### src/hw/game_config.svh
// Build-time constants for the movement core: screen, character, step sizes and map.
// All zone edges are character top-left positions, already adjusted for the
// character height. Include this file wherever the geometry is needed.

`ifndef GAME_CONFIG_SVH
`define GAME_CONFIG_SVH

`define SCREEN_W        1024
`define SCREEN_H        768
`define CHAR_W          64
`define CHAR_H          64

`define WALK_STEP       4
`define CLIMB_STEP      2
`define FALL_STEP       4

// Character starts on the bottom floor
`define START_X         32
`define START_Y         704

`define LADDER_WIDTH    32
`define LADDER_OFFSET   16
`define LADDER_1_HSTART 880
`define LADDER_1_VSTART 560
`define LADDER_1_VSTOP  704
`define LADDER_2_HSTART 160
`define LADDER_2_VSTART 300
`define LADDER_2_VSTOP  480
`define LADDER_3_HSTART 520
`define LADDER_3_VSTART 120
`define LADDER_3_VSTOP  320

// Slope codes follow map_pkg::slope_t
`define RAMP_1_HSTART   0
`define RAMP_1_HSTOP    956
`define RAMP_1_VSTART   460
`define RAMP_1_VSTOP    700
`define RAMP_1_SLOPE    2'd1
`define RAMP_2_HSTART   64
`define RAMP_2_HSTOP    1023
`define RAMP_2_VSTART   200
`define RAMP_2_VSTOP    440
`define RAMP_2_SLOPE    2'd2

`define EOR_1_HSTART    960
`define EOR_1_HSTOP     1023
`define EOR_1_VSTART    460
`define EOR_1_VSTOP     700
`define LANDING_1       704
`define EOR_2_HSTART    0
`define EOR_2_HSTOP     60
`define EOR_2_VSTART    200
`define EOR_2_VSTOP     440
`define LANDING_2       520

`endif
### src/hw/map_pkg.sv
// Map zone and movement state types.
// The slope codes match the RAMP_n_SLOPE values in the config header.

`default_nettype none

package map_pkg;

    // A down slope means y grows while walking in that direction
    typedef enum logic [1:0] {
        SLOPE_FLAT       = 2'd0,
        SLOPE_DOWN_RIGHT = 2'd1,
        SLOPE_DOWN_LEFT  = 2'd2
    } slope_t;

    typedef enum logic [1:0] {
        ST_WALK  = 2'd0,
        ST_CLIMB = 2'd1,
        ST_FALL  = 2'd2
    } mover_state_t;

endpackage

`default_nettype wire

### src/hw/screen_pkg.sv
// Screen coordinate type and the move command set.
// Shared by the movement logic and the testbench.

`default_nettype none

package screen_pkg;

    typedef logic [10:0] coord_t;

    typedef enum logic [2:0] {
        MOVE_NONE  = 3'd0,
        MOVE_LEFT  = 3'd1,
        MOVE_RIGHT = 3'd2,
        MOVE_UP    = 3'd3,
        MOVE_DOWN  = 3'd4
    } move_t;

endpackage

`default_nettype wire

### src/hw/game_core_top.sv
// Movement core top level.
// Closes the position loop between the movement FSM and the map lookup.
// Outputs follow a step pulse by one cycle.

`timescale 1ns/1ps
`default_nettype none

module game_core_top (
    input  logic                  clk,
    input  logic                  rst,
    input  logic                  step,
    input  screen_pkg::move_t     move,
    output screen_pkg::coord_t    xpos,
    output screen_pkg::coord_t    ypos,
    output map_pkg::mover_state_t state,
    output logic                  ladder,
    output logic                  end_of_ramp
);

    import screen_pkg::*;
    import map_pkg::*;

    coord_t limit_ypos_min;
    coord_t limit_ypos_max;
    coord_t landing_ypos;
    slope_t slope;

    char_mover u_char_mover (
        .clk            (clk),
        .rst            (rst),
        .step           (step),
        .move           (move),
        .ladder         (ladder),
        .limit_ypos_min (limit_ypos_min),
        .limit_ypos_max (limit_ypos_max),
        .slope          (slope),
        .end_of_ramp    (end_of_ramp),
        .landing_ypos   (landing_ypos),
        .xpos           (xpos),
        .ypos           (ypos),
        .state          (state)
    );

    map_control u_map_control (
        .clk            (clk),
        .rst            (rst),
        .xpos           (xpos),
        .ypos           (ypos),
        .ladder         (ladder),
        .limit_ypos_min (limit_ypos_min),
        .limit_ypos_max (limit_ypos_max),
        .slope          (slope),
        .end_of_ramp    (end_of_ramp),
        .landing_ypos   (landing_ypos)
    );

endmodule

`default_nettype wire

### src/hw/char_mover.sv
// Character movement FSM.
// On each step pulse the character walks, climbs or falls according to the
// move command and the zone information from the map lookup. The new
// position and state are registered one cycle after the step.

`timescale 1ns/1ps
`default_nettype none

`include "game_config.svh"

module char_mover (
    input  logic                  clk,
    input  logic                  rst,
    input  logic                  step,
    input  screen_pkg::move_t     move,
    input  logic                  ladder,
    input  screen_pkg::coord_t    limit_ypos_min,
    input  screen_pkg::coord_t    limit_ypos_max,
    input  map_pkg::slope_t       slope,
    input  logic                  end_of_ramp,
    input  screen_pkg::coord_t    landing_ypos,
    output screen_pkg::coord_t    xpos,
    output screen_pkg::coord_t    ypos,
    output map_pkg::mover_state_t state
);

    import screen_pkg::*;
    import map_pkg::*;

    localparam coord_t X_MAX = coord_t'(`SCREEN_W - `CHAR_W);
    localparam coord_t Y_MAX = coord_t'(`SCREEN_H - `CHAR_H);
    localparam coord_t WALK  = coord_t'(`WALK_STEP);
    localparam coord_t CLIMB = coord_t'(`CLIMB_STEP);
    localparam coord_t FALL  = coord_t'(`FALL_STEP);

    coord_t       xpos_nxt;
    coord_t       ypos_nxt;
    mover_state_t state_nxt;

    always_ff @(posedge clk) begin
        if (rst) begin
            xpos  <= coord_t'(`START_X);
            ypos  <= coord_t'(`START_Y);
            state <= ST_WALK;
        end else begin
            xpos  <= xpos_nxt;
            ypos  <= ypos_nxt;
            state <= state_nxt;
        end
    end

    always_comb begin
        xpos_nxt  = xpos;
        ypos_nxt  = ypos;
        state_nxt = state;
        if (step) begin
            case (state)
                ST_WALK: begin
                    if (end_of_ramp) begin
                        state_nxt = ST_FALL;
                    end else if (ladder && (move == MOVE_UP || move == MOVE_DOWN)) begin
                        state_nxt = ST_CLIMB;
                    end else if (move == MOVE_LEFT) begin
                        xpos_nxt = (xpos < WALK) ? '0 : xpos - WALK;
                        if (slope == SLOPE_DOWN_LEFT) begin
                            ypos_nxt = ypos + 1'b1;
                        end else if (slope == SLOPE_DOWN_RIGHT) begin
                            ypos_nxt = ypos - 1'b1;
                        end
                    end else if (move == MOVE_RIGHT) begin
                        xpos_nxt = (xpos + WALK > X_MAX) ? X_MAX : xpos + WALK;
                        if (slope == SLOPE_DOWN_RIGHT) begin
                            ypos_nxt = ypos + 1'b1;
                        end else if (slope == SLOPE_DOWN_LEFT) begin
                            ypos_nxt = ypos - 1'b1;
                        end
                    end
                end
                ST_CLIMB: begin
                    if (move == MOVE_UP) begin
                        ypos_nxt = (ypos <= limit_ypos_min + CLIMB) ? limit_ypos_min
                                                                     : ypos - CLIMB;
                    end else if (move == MOVE_DOWN) begin
                        ypos_nxt = (ypos + CLIMB >= limit_ypos_max) ? limit_ypos_max
                                                                     : ypos + CLIMB;
                    end else if (move == MOVE_LEFT || move == MOVE_RIGHT) begin
                        // Stepping off is only allowed at the top or bottom of the ladder
                        if (ypos == limit_ypos_min || ypos == limit_ypos_max) begin
                            state_nxt = ST_WALK;
                        end
                    end
                end
                ST_FALL: begin
                    if (ypos + FALL >= landing_ypos) begin
                        ypos_nxt  = landing_ypos;
                        state_nxt = ST_WALK;
                    end else begin
                        ypos_nxt = ypos + FALL;
                    end
                end
                default: begin
                    state_nxt = ST_WALK;
                end
            endcase
        end
    end

    // Map zones and clamping together keep the character on screen
    ypos_on_screen: assert property (
        @(posedge clk) disable iff (rst)
        ypos <= Y_MAX
    ) else $error("ypos %0d below the screen bottom", ypos);

endmodule

`default_nettype wire

### src/hw/map_control.sv
// Map lookup for the character position.
// Reports ladder zones with their climbing limits, the ramp slope and
// ramp ends with a landing height. All outputs are registered and describe
// the position seen one clock earlier.

`timescale 1ns/1ps
`default_nettype none

`include "game_config.svh"

module map_control (
    input  logic               clk,
    input  logic               rst,
    input  screen_pkg::coord_t xpos,
    input  screen_pkg::coord_t ypos,
    output logic               ladder,
    output screen_pkg::coord_t limit_ypos_min,
    output screen_pkg::coord_t limit_ypos_max,
    output map_pkg::slope_t    slope,
    output logic               end_of_ramp,
    output screen_pkg::coord_t landing_ypos
);

    import screen_pkg::*;
    import map_pkg::*;

    logic   ladder_nxt;
    logic   end_of_ramp_nxt;
    coord_t limit_ypos_min_nxt;
    coord_t limit_ypos_max_nxt;
    coord_t landing_ypos_nxt;
    slope_t slope_nxt;

    // Inclusive box test on the character top-left corner
    function automatic logic in_box(
        input coord_t x,
        input coord_t y,
        input int     x0,
        input int     x1,
        input int     y0,
        input int     y1
    );
        in_box = (x >= x0) && (x <= x1) && (y >= y0) && (y <= y1);
    endfunction

    always_ff @(posedge clk) begin
        if (rst) begin
            ladder         <= 1'b0;
            limit_ypos_min <= '0;
            limit_ypos_max <= '0;
            slope          <= SLOPE_FLAT;
            end_of_ramp    <= 1'b0;
            landing_ypos   <= '0;
        end else begin
            ladder         <= ladder_nxt;
            limit_ypos_min <= limit_ypos_min_nxt;
            limit_ypos_max <= limit_ypos_max_nxt;
            slope          <= slope_nxt;
            end_of_ramp    <= end_of_ramp_nxt;
            landing_ypos   <= landing_ypos_nxt;
        end
    end

    // Limits keep their last value outside all ladders so a climb can finish
    always_comb begin
        if (in_box(xpos, ypos, `LADDER_1_HSTART - `LADDER_OFFSET,
                   `LADDER_1_HSTART + `LADDER_WIDTH - `LADDER_OFFSET,
                   `LADDER_1_VSTART, `LADDER_1_VSTOP)) begin
            ladder_nxt         = 1'b1;
            limit_ypos_min_nxt = coord_t'(`LADDER_1_VSTART);
            limit_ypos_max_nxt = coord_t'(`LADDER_1_VSTOP);
        end else if (in_box(xpos, ypos, `LADDER_2_HSTART - `LADDER_OFFSET,
                            `LADDER_2_HSTART + `LADDER_WIDTH - `LADDER_OFFSET,
                            `LADDER_2_VSTART, `LADDER_2_VSTOP)) begin
            ladder_nxt         = 1'b1;
            limit_ypos_min_nxt = coord_t'(`LADDER_2_VSTART);
            limit_ypos_max_nxt = coord_t'(`LADDER_2_VSTOP);
        end else if (in_box(xpos, ypos, `LADDER_3_HSTART - `LADDER_OFFSET,
                            `LADDER_3_HSTART + `LADDER_WIDTH - `LADDER_OFFSET,
                            `LADDER_3_VSTART, `LADDER_3_VSTOP)) begin
            ladder_nxt         = 1'b1;
            limit_ypos_min_nxt = coord_t'(`LADDER_3_VSTART);
            limit_ypos_max_nxt = coord_t'(`LADDER_3_VSTOP);
        end else begin
            ladder_nxt         = 1'b0;
            limit_ypos_min_nxt = limit_ypos_min;
            limit_ypos_max_nxt = limit_ypos_max;
        end
    end

    always_comb begin
        if (in_box(xpos, ypos, `RAMP_1_HSTART, `RAMP_1_HSTOP,
                   `RAMP_1_VSTART, `RAMP_1_VSTOP)) begin
            slope_nxt = slope_t'(`RAMP_1_SLOPE);
        end else if (in_box(xpos, ypos, `RAMP_2_HSTART, `RAMP_2_HSTOP,
                            `RAMP_2_VSTART, `RAMP_2_VSTOP)) begin
            slope_nxt = slope_t'(`RAMP_2_SLOPE);
        end else begin
            slope_nxt = SLOPE_FLAT;
        end
    end

    always_comb begin
        if (in_box(xpos, ypos, `EOR_1_HSTART, `EOR_1_HSTOP,
                   `EOR_1_VSTART, `EOR_1_VSTOP)) begin
            end_of_ramp_nxt  = 1'b1;
            landing_ypos_nxt = coord_t'(`LANDING_1);
        end else if (in_box(xpos, ypos, `EOR_2_HSTART, `EOR_2_HSTOP,
                            `EOR_2_VSTART, `EOR_2_VSTOP)) begin
            end_of_ramp_nxt  = 1'b1;
            landing_ypos_nxt = coord_t'(`LANDING_2);
        end else begin
            end_of_ramp_nxt  = 1'b0;
            landing_ypos_nxt = landing_ypos;
        end
    end

    // A reported ladder always has a usable climbing range
    ladder_limits_ordered: assert property (
        @(posedge clk) disable iff (rst)
        ladder |-> (limit_ypos_min <= limit_ypos_max)
    ) else $error("ladder limits out of order: min %0d max %0d",
                  limit_ypos_min, limit_ypos_max);

endmodule

`default_nettype wire

### config.mk
export PLATFORM = sky130hd
export DESIGN_NAME = game_core_top
export DESIGN_NICKNAME = d
export VERILOG_FILES = /design/src/hw/map_pkg.sv /design/src/hw/screen_pkg.sv /design/src/hw/game_core_top.sv /design/src/hw/char_mover.sv /design/src/hw/map_control.sv
export VERILOG_INCLUDE_DIRS = /design/src /design/src/hw
export SDC_FILE = /design/constraint.sdc
export NUM_CORES = 1
export LEC_CHECK = 0
export BUFFER_PORTS_ARGS = -buffer_cell sky130_fd_sc_hd__buf_2
export CAP_MARGIN = 30
export CORE_AREA = 4 4 81 91
export DETAILED_ROUTE_END_ITERATION = 10
export DIE_AREA = 0 0 85 95
export PLACE_DENSITY = 0.81
export SLEW_MARGIN = 20
export SYNTH_ARGS = -nofsm -noshare
export SYNTH_HDL_FRONTEND = slang
export SYNTH_SLANG_ARGS = --single-unit
### constraint.sdc
create_clock -name clk -period 6.8 [get_ports clk]
set_clock_uncertainty 0.05 [all_clocks]
set_input_delay 0.34 -clock clk [delete_from_list [all_inputs] [get_ports clk]]
set_output_delay 0.34 -clock clk [all_outputs]
set_load 0.05 [all_outputs]
# Word-level counts from Yosys, hierarchy flattened
# Index checks and enable logic that the tools add are counted.
[word_totals]
register_bits = 44
inputBits = 6
output_inout_bits = 26
[op_classes]
bitwise_logic = 2
magnitude_cmp = 26
n_eq_ne = 21
addsub = 8
n_reduce_logical = 36
muxes = 41
[op_table]
columns = ["cell", "count"]
rows = [
  ["11-bit 2-to-1 mux", 17],
  ["10-bit 2-to-1 mux", 8],
  ["11-bit by 10-bit <= comparator with 1-bit output (second input constant)", 6],
  ["11-bit by 10-bit greater-or-equal comparator with 1-bit output (second input constant)", 3],
  ["11-bit by 9-bit greater-or-equal comparator with 1-bit output (second input constant)", 3],
  ["11-bit by 9-bit <= comparator with 1-bit output (second input constant)", 3],
  ["11-bit case mux with 3 select lines", 1],
  ["11-bit by 3-bit adder with 11-bit output (second input constant)", 2],
  ["11-bit by 10-bit equality test with 1-bit output", 2],
  ["11-bit by 10-bit greater-or-equal comparator with 1-bit output", 2],
  ["11-bit by 7-bit greater-or-equal comparator with 1-bit output (second input constant)", 2],
  ["11-bit by 8-bit greater-or-equal comparator with 1-bit output (second input constant)", 2],
  ["1-bit logical AND", 20],
  ["2-bit 2-to-1 mux", 8],
  ["7-bit AND reduction", 2],
  ["3-bit by 1-bit inequality test with 1-bit output (second input constant)", 4],
  ["10-bit by 2-bit adder with 11-bit output (second input constant)", 1],
  ["11-bit by 1-bit adder with 11-bit output (second input constant)", 1],
  ["11-bit by 2-bit adder with 11-bit output (second input constant)", 1],
  ["11-bit by 10-bit > comparator with 1-bit output (second input constant)", 1],
  ["11-bit <= comparator", 1],
  ["11-bit by 6-bit <= comparator with 1-bit output (second input constant)", 1],
  ["11-bit by 8-bit <= comparator with 1-bit output (second input constant)", 1],
  ["11-bit by 3-bit less-than comparator with 1-bit output (second input constant)", 1],
  ["20 further kinds", 41],
]

# Depth between registers and ports, before layout
# Gate-level depths: netlist (run 1).
[depth]
ltp_word = 8
mapped_depth = 14
depth_no_buf = 12

# By module
# Synthesis (run 1) repeated with hierarchy kept, for this count alone.
[hier_totals]
hier_cells = 706
area_unflattened_um2 = 5295.1
[modules_own_cells]
columns = ["mod", "area_per_inst_um2", "seq_area_each_um2", "cells_per_inst", "instances"]
rows = [
  ["char_mover", 4092.7, 440.4, 564, 1],
  ["map_control", 1202.4, 320.3, 142, 1],
]

# Worst setup path after synthesis (run 1)
# Ideal clock, no wire load.
[synth_timing]
kind = "reg-to-reg"
start = "register u_char_mover.ypos[5]"
end = "register u_char_mover.ypos[7]"
t_arrival_ps = 3645
slack_ps = 2990
path_stages_with_launch = 14
t_required_ps = 6635
setup_ps = 115
path_cell_list = "dfxtp_1 buf_2 buf_1 inv_1 xnor2_1 ha_1 nand4b_4 a2111oi_4 nor4_2 and2_4 buf_6 o311a_1 or4_1 a31o_1"
[synth_via]
elab_chain_cells = 8
elab_cells_between_ends = 22
cone_classes = "add/sub: 5; order compare: 3; mux: 14"
[synth_rtl]
columns = ["item", "line", "rtl"]
rows = [
  ["start: declaration", "char_mover.sv:23", "output screen_pkg::coord_t ypos,"],
  ["start signal: assignment", "char_mover.sv:43", "ypos <= coord_t'(`START_Y);"],
  ["start signal: assignment", "char_mover.sv:47", "ypos <= ypos_nxt;"],
  ["parallel branches: the longest is 7 deep, another holds 11-bit by 2-bit adder with 11-bit output", "n/a", ""],
  ["11-bit case mux with 3 select lines *", "char_mover.sv:57", "case (state)"],
]
# Every way passes the cells marked *. The select of a mux whose other input is x is not followed.
# A chain may end at the register's enable or synchronous reset.

# Worst setup path after layout (run 1)
[layout_timing]
start = "register u_char_mover.ypos[3]"
end = "register u_char_mover.ypos[7]"
# The elaborated chain is that of the path after synthesis.

==> insert_results.sql, run 1 <==
INSERT INTO impl_metrics (metric_group, metric, value, unit) VALUES
('outcome', 'run_status', 'finished, final reports clean', ''),
('timing', 'setup_violations', '0', ''),
('yosys', 'synth_seq_cells', '38', ''),
('yosys', 'cell_type_with_the_largest_total_area_after_synthesis', 'dfxtp_1', ''),
('drt', 'detailedRoute.firstPassIterationCount', '6', ''),
('flow_run', 'drv.max_cap_violation_count', '0', ''),
('timing', 'slew_headroom', '37.3', '%'),
('die', 'rows', '31', ''),
('power', 'vdd.ir_drop.worst', '0.109', 'mV'),
('placement', 'io_buffers', '29', ''),
('drt', 'route.final.wire_length', '14.3', 'mm'),
('worst_setup_path', 'cp_max_fo', '16', ''),
('clocking', 'tritoncts', 'done', ''),
('worst_setup_path', 'setup.worst_path.end_class', 'flop', ''),
('drt', 'vias_per_cell', '7.02', ''),
('worst_setup_path', 'rr_endpoint', 'u_char_mover.ypos[7]', ''),
('worst_setup_path', 'critPathLaunch', 'u_char_mover.ypos[3]', ''),
('global_routing', 'grt.met2_usage', '58.1', '%'),
('worst_setup_path', 'r2r.worst_path.cells', '12', ''),
('placement', 'post-place-ws', '2.88', 'ns'),
('clocking', 'cts_inserted_buffers', '5', ''),
('yosys', 'synth_most_common_cell', 'nor2_1', ''),
('worst_setup_path', 'timing.rr.start', 'u_char_mover.ypos[3]', ''),
('timing', 'hold_viol', '0', ''),
('worst_setup_path', 'cp_data_arrival_time', '4.14', 'ns'),
('drt', 'detail_route.iter0.violations', '681', ''),
('global_routing', 'busiest_layer', 'met2', ''),
('die', 'core_area', '6480', 'um^2'),
('yosys', 'synthesis.area', '4120', 'um^2'),
('timing', 'fmaxAchievable', '0.251', 'GHz'),
('clocking', 'post_cts.resized_instances', '0', ''),
('clocking', 'clk_pin_slew_worst_paths', '0.10', 'ns'),
('yosys', 'synth.top_cells.by_area', 'dfxtp_1 (18%), ha_1 (10%), a21oi_1 (5.3%), o21ai_0 (4.9%), nor2_1 (4.5%)', ''),
('timing', 'slew_viol_final', '0', ''),
('global_routing', 'met3_usage', '5.76', '%'),
('die', 'num_io_pins', '32', ''),
('timing', 'tightest_slew', '0.939', 'ns'),
('yosys', 'synth-async-reset-ratio', '0', '%'),
('yosys', 'synth_ff_type', 'dfxtp_1', ''),
('yosys', 'synth_sequential_area_ratio', '18.4', '%'),
('drt', 'post_drt_wl_per_cell', '22.0', 'um'),
('die', 'die_h', '95', 'um'),
('worst_setup_path', 'critPathRequiredTime', '6.96', 'ns'),
('placement', 'dp_wirelength', '10.6', 'mm'),
('layout', 'area_taken_by_flip_flops_and_latches', '761', 'um^2'),
('layout', 'design.final.nets', '606', ''),
('hold_path', 'worstHoldPathType', 'reg2reg', ''),
('power', 'p_leak', '1.57', 'nW'),
('clocking', 'hold_buffers', '0', ''),
('worst_setup_path', 'endpoint_of_the_worst_setup_timing_path', 'u_char_mover.ypos[7]', ''),
('timing', 'final_period_minus_worst_setup_slack', '3.98', 'ns'),
('layout', 'n_antenna_cell', '0', ''),
('global_routing', 'grt_start_max_net_pins', '37', ''),
('yosys', 'number_of_enable_type_register_cells_in_the_synthesized_netlist', '0', ''),
('clocking', 'clock-sinks', '38', ''),
('yosys', 'syn_inst', '568', ''),
('timing', 'unrepaired_setup_endpoints_after_global_routing', 'false', ''),
('die', 'fp.dieArea', '8080', 'um^2'),
('global_routing', 'first_global_vias', '4208', ''),
('worst_setup_path', 'critical_path_class', 'reg2reg', ''),
('global_routing', 'overflow', '0', ''),
('die', 'fp.dieW', '85', 'um'),
('layout', 'drive_above_1_share', '9.68', '%'),
('clocking', 'postCtsSetupBuffers', '0', ''),
('placement', 'gpl.final_weighted_congestion', '1.05', ''),
('power', 'cellPowerDensity', '134', 'nW/um^2'),
('yosys', 'synth_cell_type_count', '79', ''),
('layout', 'multi_input_area', '3040', 'um^2'),
('global_routing', 'grt_use_met1', '43.9', '%'),
('clocking', 'clock_path_buffers', '2', ''),
('layout', 'fillcell_total', '593', '');
worst max-delay path, cell delays in order (launching register included):
cell and delay [ns]:
dfxtp_1 0.69, ha_1 0.52, nand3_1 0.19, nor3_1 0.28, xnor2_1 0.21, ha_1 0.30
nand3_1 0.13, a2111oi_4 0.05, nor4_2 0.46, nand4b_1 0.17, o311a_1 0.15, or4_1 0.50
a31o_1 0.19
layout by cell type (no fill, tap or decap), drive strengths merged, types with 6 or more instances in the layout:
cell	n
nand3	30
inv	34
a21oi	44
xor2	10
a211oi	7
mux2i	6
o21a	7
nor4	8
o21ai	43
ha	33
nand4	8
o31ai	6
xnor2	21
and3	7
nand2	38
a31oi	13
buf	31
clkbuf	6
nand2b	7
nand3b	7
nor2	49
nor3	21
a2111oi	6
dfxtp	38
per-stage QoR:
stage / total power [mW] / util, % / cells / area, um^2 / hold WS [ns]
2_1_floorplan: 0.313 / - / 569 / 4130 / 0.401
3_3_place_gp: 0.334 / 64.7 / 641 / 4190 / 0.437
3_5_place_dp: 0.336 / 64.7 / 641 / 4190 / 0.443
4_1_cts: 0.578 / 66.8 / 649 / 4330 / 0.456
5_1_grt: 0.598 / 66.9 / 650 / 4330 / 0.491
6_report: 0.581 / 66.9 / 650 / 4330 / 0.458
sequential cells by signal, indices dropped and copies added (netlist names):
| signal | cells |
|---|---|
| u_map_control.limit_ypos_max | 3 |
| u_char_mover.state | 2 |
| u_char_mover.ypos | 11 |
| u_map_control.limit_ypos_min | 6 |
| u_map_control.landing_ypos | 3 |
| u_map_control.slope | 2 |
| u_map_control.end_of_ramp | 1 |
| u_char_mover.xpos | 9 |
| u_map_control.ladder | 1 |
cell families (layout without fill, tap and decap cells):
kind of cell	count (synthesis)	count (layout)	share of synthesized area [%]
other	1	2	0.0909
adders and majority gates	33	33	10.0
AOI/OAI and AO/OA	176	176	28.6
and+or+nand+nor	207	207	26.7
buffers and inverters	76	75	8.04
DFF	38	38	18.4
muxes	6	6	1.55
xor gates and xnor gates	31	31	6.58
cell type report:
| type | count | share of cell area, % |
|---|---|---|
| multi-input cells | 455 | 70.1 |
| flip-flops and latches | 38 | 17.6 |
| repair buffers | 32 | 3.81 |
| inverters | 35 | 3.03 |
| well taps | 82 | 2.37 |
| clock buffers | 5 | 1.59 |
| clock inverters | 3 | 1.59 |
how the worst min path moves through the flow:
stage,end,startpoint,slack [ns],cells after the start
2_1_floorplan,u_map_control.limit_ypos_min[5],u_map_control.limit_ypos_min[5],0.40,2
3_3_place_gp,u_map_control.landing_ypos[9],u_map_control.landing_ypos[9],0.44,2
3_5_place_dp,u_map_control.landing_ypos[9],u_map_control.landing_ypos[9],0.44,2
4_1_cts,u_map_control.landing_ypos[9],u_map_control.landing_ypos[9],0.46,2
5_1_grt,u_map_control.limit_ypos_max[6],u_map_control.limit_ypos_max[6],0.49,2
6_report,u_map_control.landing_ypos[9],u_map_control.landing_ypos[9],0.46,2
power breakdown:
group          internal, mW  total [mW]  switching (mW)
Combinational        0.0326       0.100          0.0678
Clock                 0.147       0.247          0.0999
Sequential            0.225       0.233         0.00850
Total                 0.405       0.581           0.176
routing by layer:
layer	part of all wire, %	wire length (um)
met3	9.1	1300
met2	46	6620
met1	38	5450
met4	6.4	911
met5	0	0
(Power assumes the default switching activity.)
==> run 2: changes to the inputs <==
- CORE_AREA: 4 4 81 91 -> 4 4 87 98
- DIE_AREA: 0 0 85 95 -> 0 0 91 102
- PLACE_DENSITY: 0.81 -> 0.73
- clock period: 6.8 -> 3.3 ns (I/O delays scaled with it)
==> run 2 against run 1 <==
Effect of this change:
- setup slack got worse by 2.7 ns
- utilization shrank 5.7 points
- clock-buffer cell count grew 1
- hold slack worse by 0.13 ns
- largest cell class unchanged
- design area rose by 8.1%
- cell count rose by 6.8%
- maximum frequency is 24% higher
- combinational power is 130% higher
- critical endpoint unchanged
- via count increased by 2.1%
==> insert_results.sql, run 2 (synthesized netlist as in run 1, its figures left out) <==
INSERT INTO impl_metrics (metric_group, metric, value, unit) VALUES
('power', 'cellPowerDensity', '253', 'nW/um^2'),
('die', 'num_io_pins', '32', ''),
('power', 'p_leak', '1.75', 'nW'),
('layout', 'drive_above_1_share', '17.2', '%'),
('clocking', 'clock_insertion_delay_worst_skew', '0.31', 'ns'),
('timing', 'hold_viol', '0', ''),
('die', 'rows', '34', ''),
('layout', 'post_layout_nonfiller_instances', '694', ''),
('global_routing', 'grt_pass1_wl', '23.7', 'mm'),
('timing', 'unrepaired_setup_endpoints_after_global_routing', 'false', ''),
('clocking', 'clk_pin_slew_worst_paths', '0.10', 'ns'),
('drt', 'detail_route.drc_violations', '0', ''),
('timing', 'slew_headroom', '46.4', '%'),
('timing', 'final.period_utilization', '97.5', '%'),
('global_routing', 'grt_start_max_net_pins', '37', ''),
('flow_run', 'drv.max_cap_violation_count', '0', ''),
('placement', 'io_buffers', '29', ''),
('placement', 'placement.cell_area', '4530', 'um^2'),
('placement', 'dp_wirelength', '11.4', 'mm'),
('layout', 'synthToLayoutAreaGrowth', '13.6', '%'),
('power', 'cell_internal_pwr', '0.816', 'mW'),
('drt', 'antenna_nets_post_route', '0', ''),
('layout', 'post-route-cell-area', '4680', 'um^2'),
('layout', 'most_common_cell_after_layout_fill_and_taps_aside', 'nor2_1', ''),
('global_routing', 'first_global_vias', '4328', ''),
('die', 'core_area', '7660', 'um^2'),
('worst_setup_path', 'setup.reg_to_reg.worst_slack', '0.08', 'ns'),
('drt', 'vias_after_detailed_routing', '4662', ''),
('clocking', 'clock-sinks', '38', ''),
('layout', 'design.final.nets', '642', ''),
('power', 'clkPwrFrac', '40.5', '%'),
('hold_path', 'worstHoldPathType', 'in2reg', ''),
('layout', 'most_frequent_cells_in_the_layout', 'nor2_1 (49), a21oi_1 (44), o21ai_0 (40), nand2_1 (38), buf_4 (38)', ''),
('power', 'psw', '0.369', 'mW'),
('power', 'vdd.ir_drop.worst', '0.185', 'mV'),
('drt', 'detailedRoute.firstPassIterationCount', '6', ''),
('worst_setup_path', 'worst_path_largest_cell_delay', '0.50', 'ns'),
('clocking', 'hold_buffers', '0', ''),
('timing', 'setup_violations', '0', ''),
('layout', 'flip_flop_count_of_the_largest_register_all_copies_and_words_added', '11', ''),
('worst_setup_path', 'critical_path_class', 'reg2reg', ''),
('worst_setup_path', 'crit_slowest_cell', 'or4_1', ''),
('layout', 'n_antenna_cell', '0', ''),
('clocking', 'htreeDepth', '2', ''),
('timing', 'slew_viol_final', '0', ''),
('drt', 'detail_route.iter0.violations', '574', ''),
('worst_setup_path', 'critPathRequiredTime', '3.46', 'ns'),
('global_routing', 'groute.usage.overall', '32.4', '%'),
('die', 'die_h', '102', 'um'),
('layout', 'largest_register', 'u_char_mover.ypos', ''),
('drt', 'route.final.wire_length', '15.0', 'mm'),
('timing', 'fmaxAchievable', '0.311', 'GHz'),
('worst_setup_path', 'critical_path.cell_chain', 'ha_2, nand3_1, nor2_1, xor2_1, ha_1, nand3_2, a2111oi_4, nor4_4, and2_4, o311a_1, or4_1, a31o_1', ''),
('worst_setup_path', 'cp_max_fo', '7', ''),
('die', 'fp.dieArea', '9280', 'um^2'),
('clocking', 'tritoncts', 'done', ''),
('power', 'seq_power_share', '39.7', '%'),
('layout', 'fillcell_total', '738', ''),
('layout', 'biggestRegsByFlops', 'u_char_mover.ypos x11, u_char_mover.xpos x9, u_map_control.limit_ypos_min x6', ''),
('power', 'power.share.combinational', '19.8', '%'),
('drt', 'vias_per_cell', '6.72', ''),
('clocking', 'clock_path_buffers', '2', ''),
('drt', 'post_drt_wl_per_cell', '21.6', 'um'),
('die', 'initial_utilization', '53.9', '%'),
('timing', 'hold_slack', '0.331', 'ns'),
('worst_setup_path', 'cp-start-kind', 'flop', ''),
('power', 'sw_frac_of_total', '31.2', '%'),
('placement', 'gpl.final_weighted_congestion', '1.06', ''),
('worst_setup_path', 'cp_data_arrival_time', '3.38', 'ns'),
('placement', 'post-place-cells', '683', ''),
('timing', 'final_period_minus_worst_setup_slack', '3.22', 'ns'),
('global_routing', 'overflow', '0', ''),
('timing', 'setup-tns-final', '0', 'ns'),
('global_routing', 'antenna_found_initial', '0', ''),
('timing', 'tightest_slew', '0.796', 'ns'),
('die', 'fp.dieW', '91', 'um'),
('worst_setup_path', 'setup.worst_path.end_class', 'flop', ''),
('clocking', 'cts_inserted_buffers', '5', ''),
('outcome', 'run_status', 'finished, final reports clean', ''),
('clocking', 'clock_tree.root_cell', 'clkbuf_8', '');
## run 2: power by group through the flow
stage	registers [mW]	clock network [mW]	logic [mW]
final	0.471	0.480	0.234
after global placement	0.481	0	0.225
after detailed placement	0.481	0	0.227
after CTS	0.471	0.483	0.229
after floorplan	0.491	0	0.148
after global routing	0.472	0.494	0.254
## run 2: timing repair
action / CTS / global route
gates resized for setup: 0 / 0
buffers inserted: 0 / 3
endpoints found under the setup margin: 0 / 1
## run 2: final timing paths
kind | endpoint | startpoint | cells after the start
max | u_char_mover.ypos[7] | u_char_mover.ypos[2] | 12
min reg2reg | u_map_control.landing_ypos[7] | u_map_control.landing_ypos[7] | 2
max reg2reg | u_char_mover.ypos[7] | u_char_mover.ypos[2] | 12
min | u_char_mover.state[1] | step | 5
## run 2: cell type report
type / instances / area, um^2 / area share [%]
well taps: 90 / 113 / 2.40
clock buffers: 6 / 93.8 / 2.00
clock inverters: 2 / 38.8 / 0.828
repair buffers: 68 / 435 / 9.29
multi-input cells: 455 / 3080 / 65.8
inverters: 35 / 131 / 2.80
flip-flops and latches: 38 / 791 / 16.9
## run 2: worst max-delay path: cells and delay by family, from the launching register on
family	cells	cell delay, ns
DFF	1	0.42
AOI/OAI and AO/OA	3	0.83
xor gates and xnor gates	1	0.11
adders and majority gates	2	0.51
and+or+nand+nor	6	1.20
## run 2: layer usage
| layer | vias up | global-route usage (%) | routed length, um |
|---|---|---|---|
| met2 | 287 | 55.0 | 7000 |
| li1 | 2166 | - | - |
| met1 | 2146 | 40.1 | 5970 |
| met5 | - | 0 | 0 |
| met3 | 63 | 4.34 | 1200 |
| met4 | 0 | 17.3 | 834 |
## run 2: per-stage QoR
| step | worst slack [ns] | util, % | power, mW |
|---|---|---|---|
| floorplan | 0.00397 | - | 0.640 |
| global placement | 0.176 | 59.2 | 0.706 |
| detailed placement | 0.0661 | 59.2 | 0.708 |
| CTS | 0.0534 | 60.9 | 1.18 |
| global route | 0.000206 | 61.2 | 1.22 |
| finish | 0.0839 | 61.2 | 1.19 |
==> run 3: changes to the inputs <==
- CORE_AREA: 4 4 87 98 -> 2 2 85 96
- CTS_CLUSTER_SIZE: unset -> 20
- DIE_AREA: 0 0 91 102 -> 0 0 87 98
==> run 3 against run 2 <==
Effect of this change:
- critical path depth unchanged
- utilization up 1.3 points
- total power down 7.9%
- non-clock buffer count up 8
- clock-buffer cell count unchanged
- sequential share of layout area down 0.27 points
- critical endpoint unchanged
- largest cell class unchanged
==> insert_results.sql, run 3 (synthesized netlist as in run 1, its figures left out) <==
INSERT INTO impl_metrics (metric_group, metric, value, unit) VALUES
('layout', 'biggestRegsByFlops', 'u_char_mover.ypos x11, u_char_mover.xpos x9, u_map_control.limit_ypos_min x6', ''),
('drt', 'wl_met2', '7.05', 'mm'),
('global_routing', 'groute.usage.overall', '35.1', '%'),
('clocking', 'tritoncts', 'done', ''),
('power', 'seq_power_share', '43.1', '%'),
('drt', 'post_drt_wl_per_cell', '21.0', 'um'),
('die', 'fp.dieArea', '8530', 'um^2'),
('die', 'initial_utilization', '54.2', '%'),
('timing', 'final_period_minus_worst_setup_slack', '3.22', 'ns'),
('die', 'core_area', '7610', 'um^2'),
('global_routing', 'antenna_found_initial', '0', ''),
('outcome', 'run_status', 'finished, final reports clean', ''),
('worst_setup_path', 'worst_path_largest_cell_delay', '0.52', 'ns'),
('power', 'cell_internal_pwr', '0.739', 'mW'),
('worst_setup_path', 'critPathLaunch', 'u_char_mover.ypos[1]', ''),
('layout', 'flip_flop_count_of_the_largest_register_all_copies_and_words_added', '11', ''),
('worst_setup_path', 'rr_endpoint', 'u_char_mover.ypos[7]', ''),
('hold_path', 'worstHoldPathType', 'in2reg', ''),
('placement', 'gpl.final_weighted_congestion', '1.00', ''),
('drt', 'antenna_nets_post_route', '0', ''),
('global_routing', 'overflow', '0', ''),
('worst_setup_path', 'path_delay_family', 'simple AND/OR/NAND/NOR gates', ''),
('power', 'cellPowerDensity', '229', 'nW/um^2'),
('timing', 'setup_violations', '0', ''),
('power', 'vdd.ir_drop.worst', '0.205', 'mV'),
('placement', 'io_buffers', '29', ''),
('worst_setup_path', 'timing.rr.start', 'u_char_mover.ypos[1]', ''),
('timing', 'fmaxAchievable', '0.311', 'GHz'),
('worst_setup_path', 'setup.reg_to_reg.worst_slack', '0.08', 'ns'),
('layout', 'n_antenna_cell', '0', ''),
('timing', 'slew_headroom', '50.1', '%'),
('die', 'num_io_pins', '32', ''),
('timing', 'timing.final.ws_setup', '0.0796', 'ns'),
('worst_setup_path', 'critical_path.cell_chain', 'ha_2, nand3_4, nor2_2, xor2_1, ha_1, nand4b_4, a2111oi_4, nor4_4, and2_4, o311a_1, or4_1, a31o_1', ''),
('layout', 'fillcell_total', '722', ''),
('clocking', 'cts_inserted_buffers', '5', ''),
('drt', 'vias_after_detailed_routing', '4722', ''),
('timing', 'tightest_slew', '0.748', 'ns'),
('worst_setup_path', 'crit_slowest_cell', 'or4_1', ''),
('worst_setup_path', 'cp_max_fo', '8', ''),
('timing', 'hold_viol', '0', ''),
('clocking', 'clock_insertion_delay_worst_skew', '0.30', 'ns'),
('worst_setup_path', 'cp-start-kind', 'flop', ''),
('layout', 'most_common_cell_after_layout_fill_and_taps_aside', 'nor2_1', ''),
('global_routing', 'grt_pass1_wl', '23.5', 'mm'),
('power', 'psw', '0.353', 'mW'),
('layout', 'largest_register', 'u_char_mover.ypos', ''),
('timing', 'slew_viol_final', '0', ''),
('layout', 'finalCoreUtilization', '62.5', '%'),
('worst_setup_path', 'path_buf_inv', '0', ''),
('drt', 'met3RoutedLength', '1.22', 'mm'),
('clocking', 'hold_buffers', '0', ''),
('clocking', 'htreeDepth', '2', ''),
('drt', 'detail_route.drc_violations', '0', ''),
('drt', 'route.final.wire_length', '14.8', 'mm'),
('worst_setup_path', 'setup.worst_path.end_class', 'flop', ''),
('layout', 'drive_above_1_share', '19.1', '%'),
('timing', 'final.period_utilization', '97.6', '%'),
('layout', 'most_frequent_cells_in_the_layout', 'nor2_1 (47), buf_4 (45), a21oi_1 (44), o21ai_0 (40), nand2_1 (38)', ''),
('worst_setup_path', 'critical_path_class', 'reg2reg', ''),
('drt', 'detail_route.iter0.violations', '561', ''),
('placement', 'dp_wirelength', '11.0', 'mm'),
('worst_setup_path', 'cell_depth_of_the_worst_setup_path', '12', ''),
('die', 'rows', '34', ''),
('power', 'power.share.combinational', '21.6', '%'),
('drt', 'vias_per_cell', '6.73', ''),
('power', 'clkPwrFrac', '35.3', '%'),
('drt', 'detailedRoute.firstPassIterationCount', '6', ''),
('clocking', 'clock_path_buffers', '2', ''),
('die', 'fp.dieW', '87', 'um'),
('clocking', 'clk_pin_slew_worst_paths', '0.09', 'ns'),
('power', 'sw_frac_of_total', '32.3', '%'),
('worst_setup_path', 'critPathRequiredTime', '3.45', 'ns'),
('global_routing', 'first_global_vias', '4451', ''),
('worst_setup_path', 'cp_data_arrival_time', '3.37', 'ns'),
('drt', 'met1_length', '5.62', 'mm'),
('layout', 'synthToLayoutAreaGrowth', '15.4', '%'),
('clocking', 'clock_tree.root_cell', 'clkbuf_8', ''),
('layout', 'design.final.nets', '650', ''),
('drt', 'route.top_layer_used', 'met4', ''),
('clocking', 'clock-sinks', '38', ''),
('worst_setup_path', 'r2r.worst_path.cells', '12', ''),
('die', 'die_h', '98', 'um'),
('placement', 'post-place-ws', '0.0397', 'ns'),
('flow_run', 'drv.max_cap_violation_count', '0', ''),
('worst_setup_path', 'endpoint_of_the_worst_setup_timing_path', 'u_char_mover.ypos[7]', ''),
('power', 'p_leak', '1.78', 'nW'),
('global_routing', 'grt_start_max_net_pins', '37', '');
==> run 3: worst min path at each step <==
| stage | startpoint | end | slack [ns] | depth (start not counted) |
|---|---|---|---|---|
| after CTS | step | u_char_mover.state[1] | 0.28 | 5 |
| final | step | u_char_mover.state[1] | 0.29 | 5 |
| after floorplan | u_map_control.limit_ypos_min[5] | u_map_control.limit_ypos_min[5] | 0.40 | 2 |
| after global placement | u_map_control.landing_ypos[9] | u_map_control.landing_ypos[9] | 0.44 | 2 |
| after global routing | step | u_char_mover.state[1] | 0.31 | 5 |
| after detailed placement | u_map_control.landing_ypos[9] | u_map_control.landing_ypos[9] | 0.43 | 2 |
==> run 3: repair_timing <==
action	4_1_cts	5_1_grt
setup endpoints to repair	0	3
resized for setup	0	7
buffers inserted	0	14
==> run 3: worst register-to-register path, cell delays in order (launching register included) <==
cell,delay (ns)
dfxtp_4,0.41
ha_2,0.22
nand3_4,0.10
nor2_2,0.11
xor2_1,0.08
ha_1,0.36
nand4b_4,0.12
a2111oi_4,0.42
nor4_4,0.06
and2_4,0.20
o311a_1,0.29
or4_1,0.52
a31o_1,0.19
==> run 3: power by group through the flow <==
stage	logic, mW	registers, mW	clock network [mW]
after floorplan	0.148	0.491	0
after global placement	0.216	0.481	0
after detailed placement	0.218	0.481	0
after CTS	0.220	0.470	0.392
after global routing	0.253	0.471	0.409
final	0.236	0.470	0.386
==> run 3: through the flow <==
step | setup TNS [ns] | total power, mW | instances | hold WS (ns) | cell area, um^2
5_1_grt | -0.00762 | 1.13 | 702 | 0.314 | 4760
2_1_floorplan | 0 | 0.640 | 569 | 0.401 | 4210
6_report | 0 | 1.09 | 702 | 0.289 | 4760
3_3_place_gp | 0 | 0.697 | 680 | 0.437 | 4510
3_5_place_dp | 0 | 0.699 | 680 | 0.430 | 4510
4_1_cts | 0 | 1.08 | 688 | 0.281 | 4620
==> run 3: area by class of cell <==
type / instances / area, um^2 / share of cell area (%)
Inverter: 35 / 131 / 2.76
Sequential cell: 38 / 791 / 16.6
Multi-Input combinational cell: 455 / 3120 / 65.5
Tap cell: 90 / 113 / 2.37
Timing Repair Buffer: 76 / 499 / 10.5
Clock buffer: 6 / 93.8 / 1.97
Clock inverter: 2 / 13.8 / 0.289
==> run 3: metal layers <==
| layer | global-route usage, % | up-vias |
|---|---|---|
| li1 | - | 2169 |
| met1 | 43.9 | 2177 |
| met2 | 57.3 | 308 |
| met3 | 4.23 | 68 |
| met4 | 20.6 | 0 |
| met5 | 0 | - |
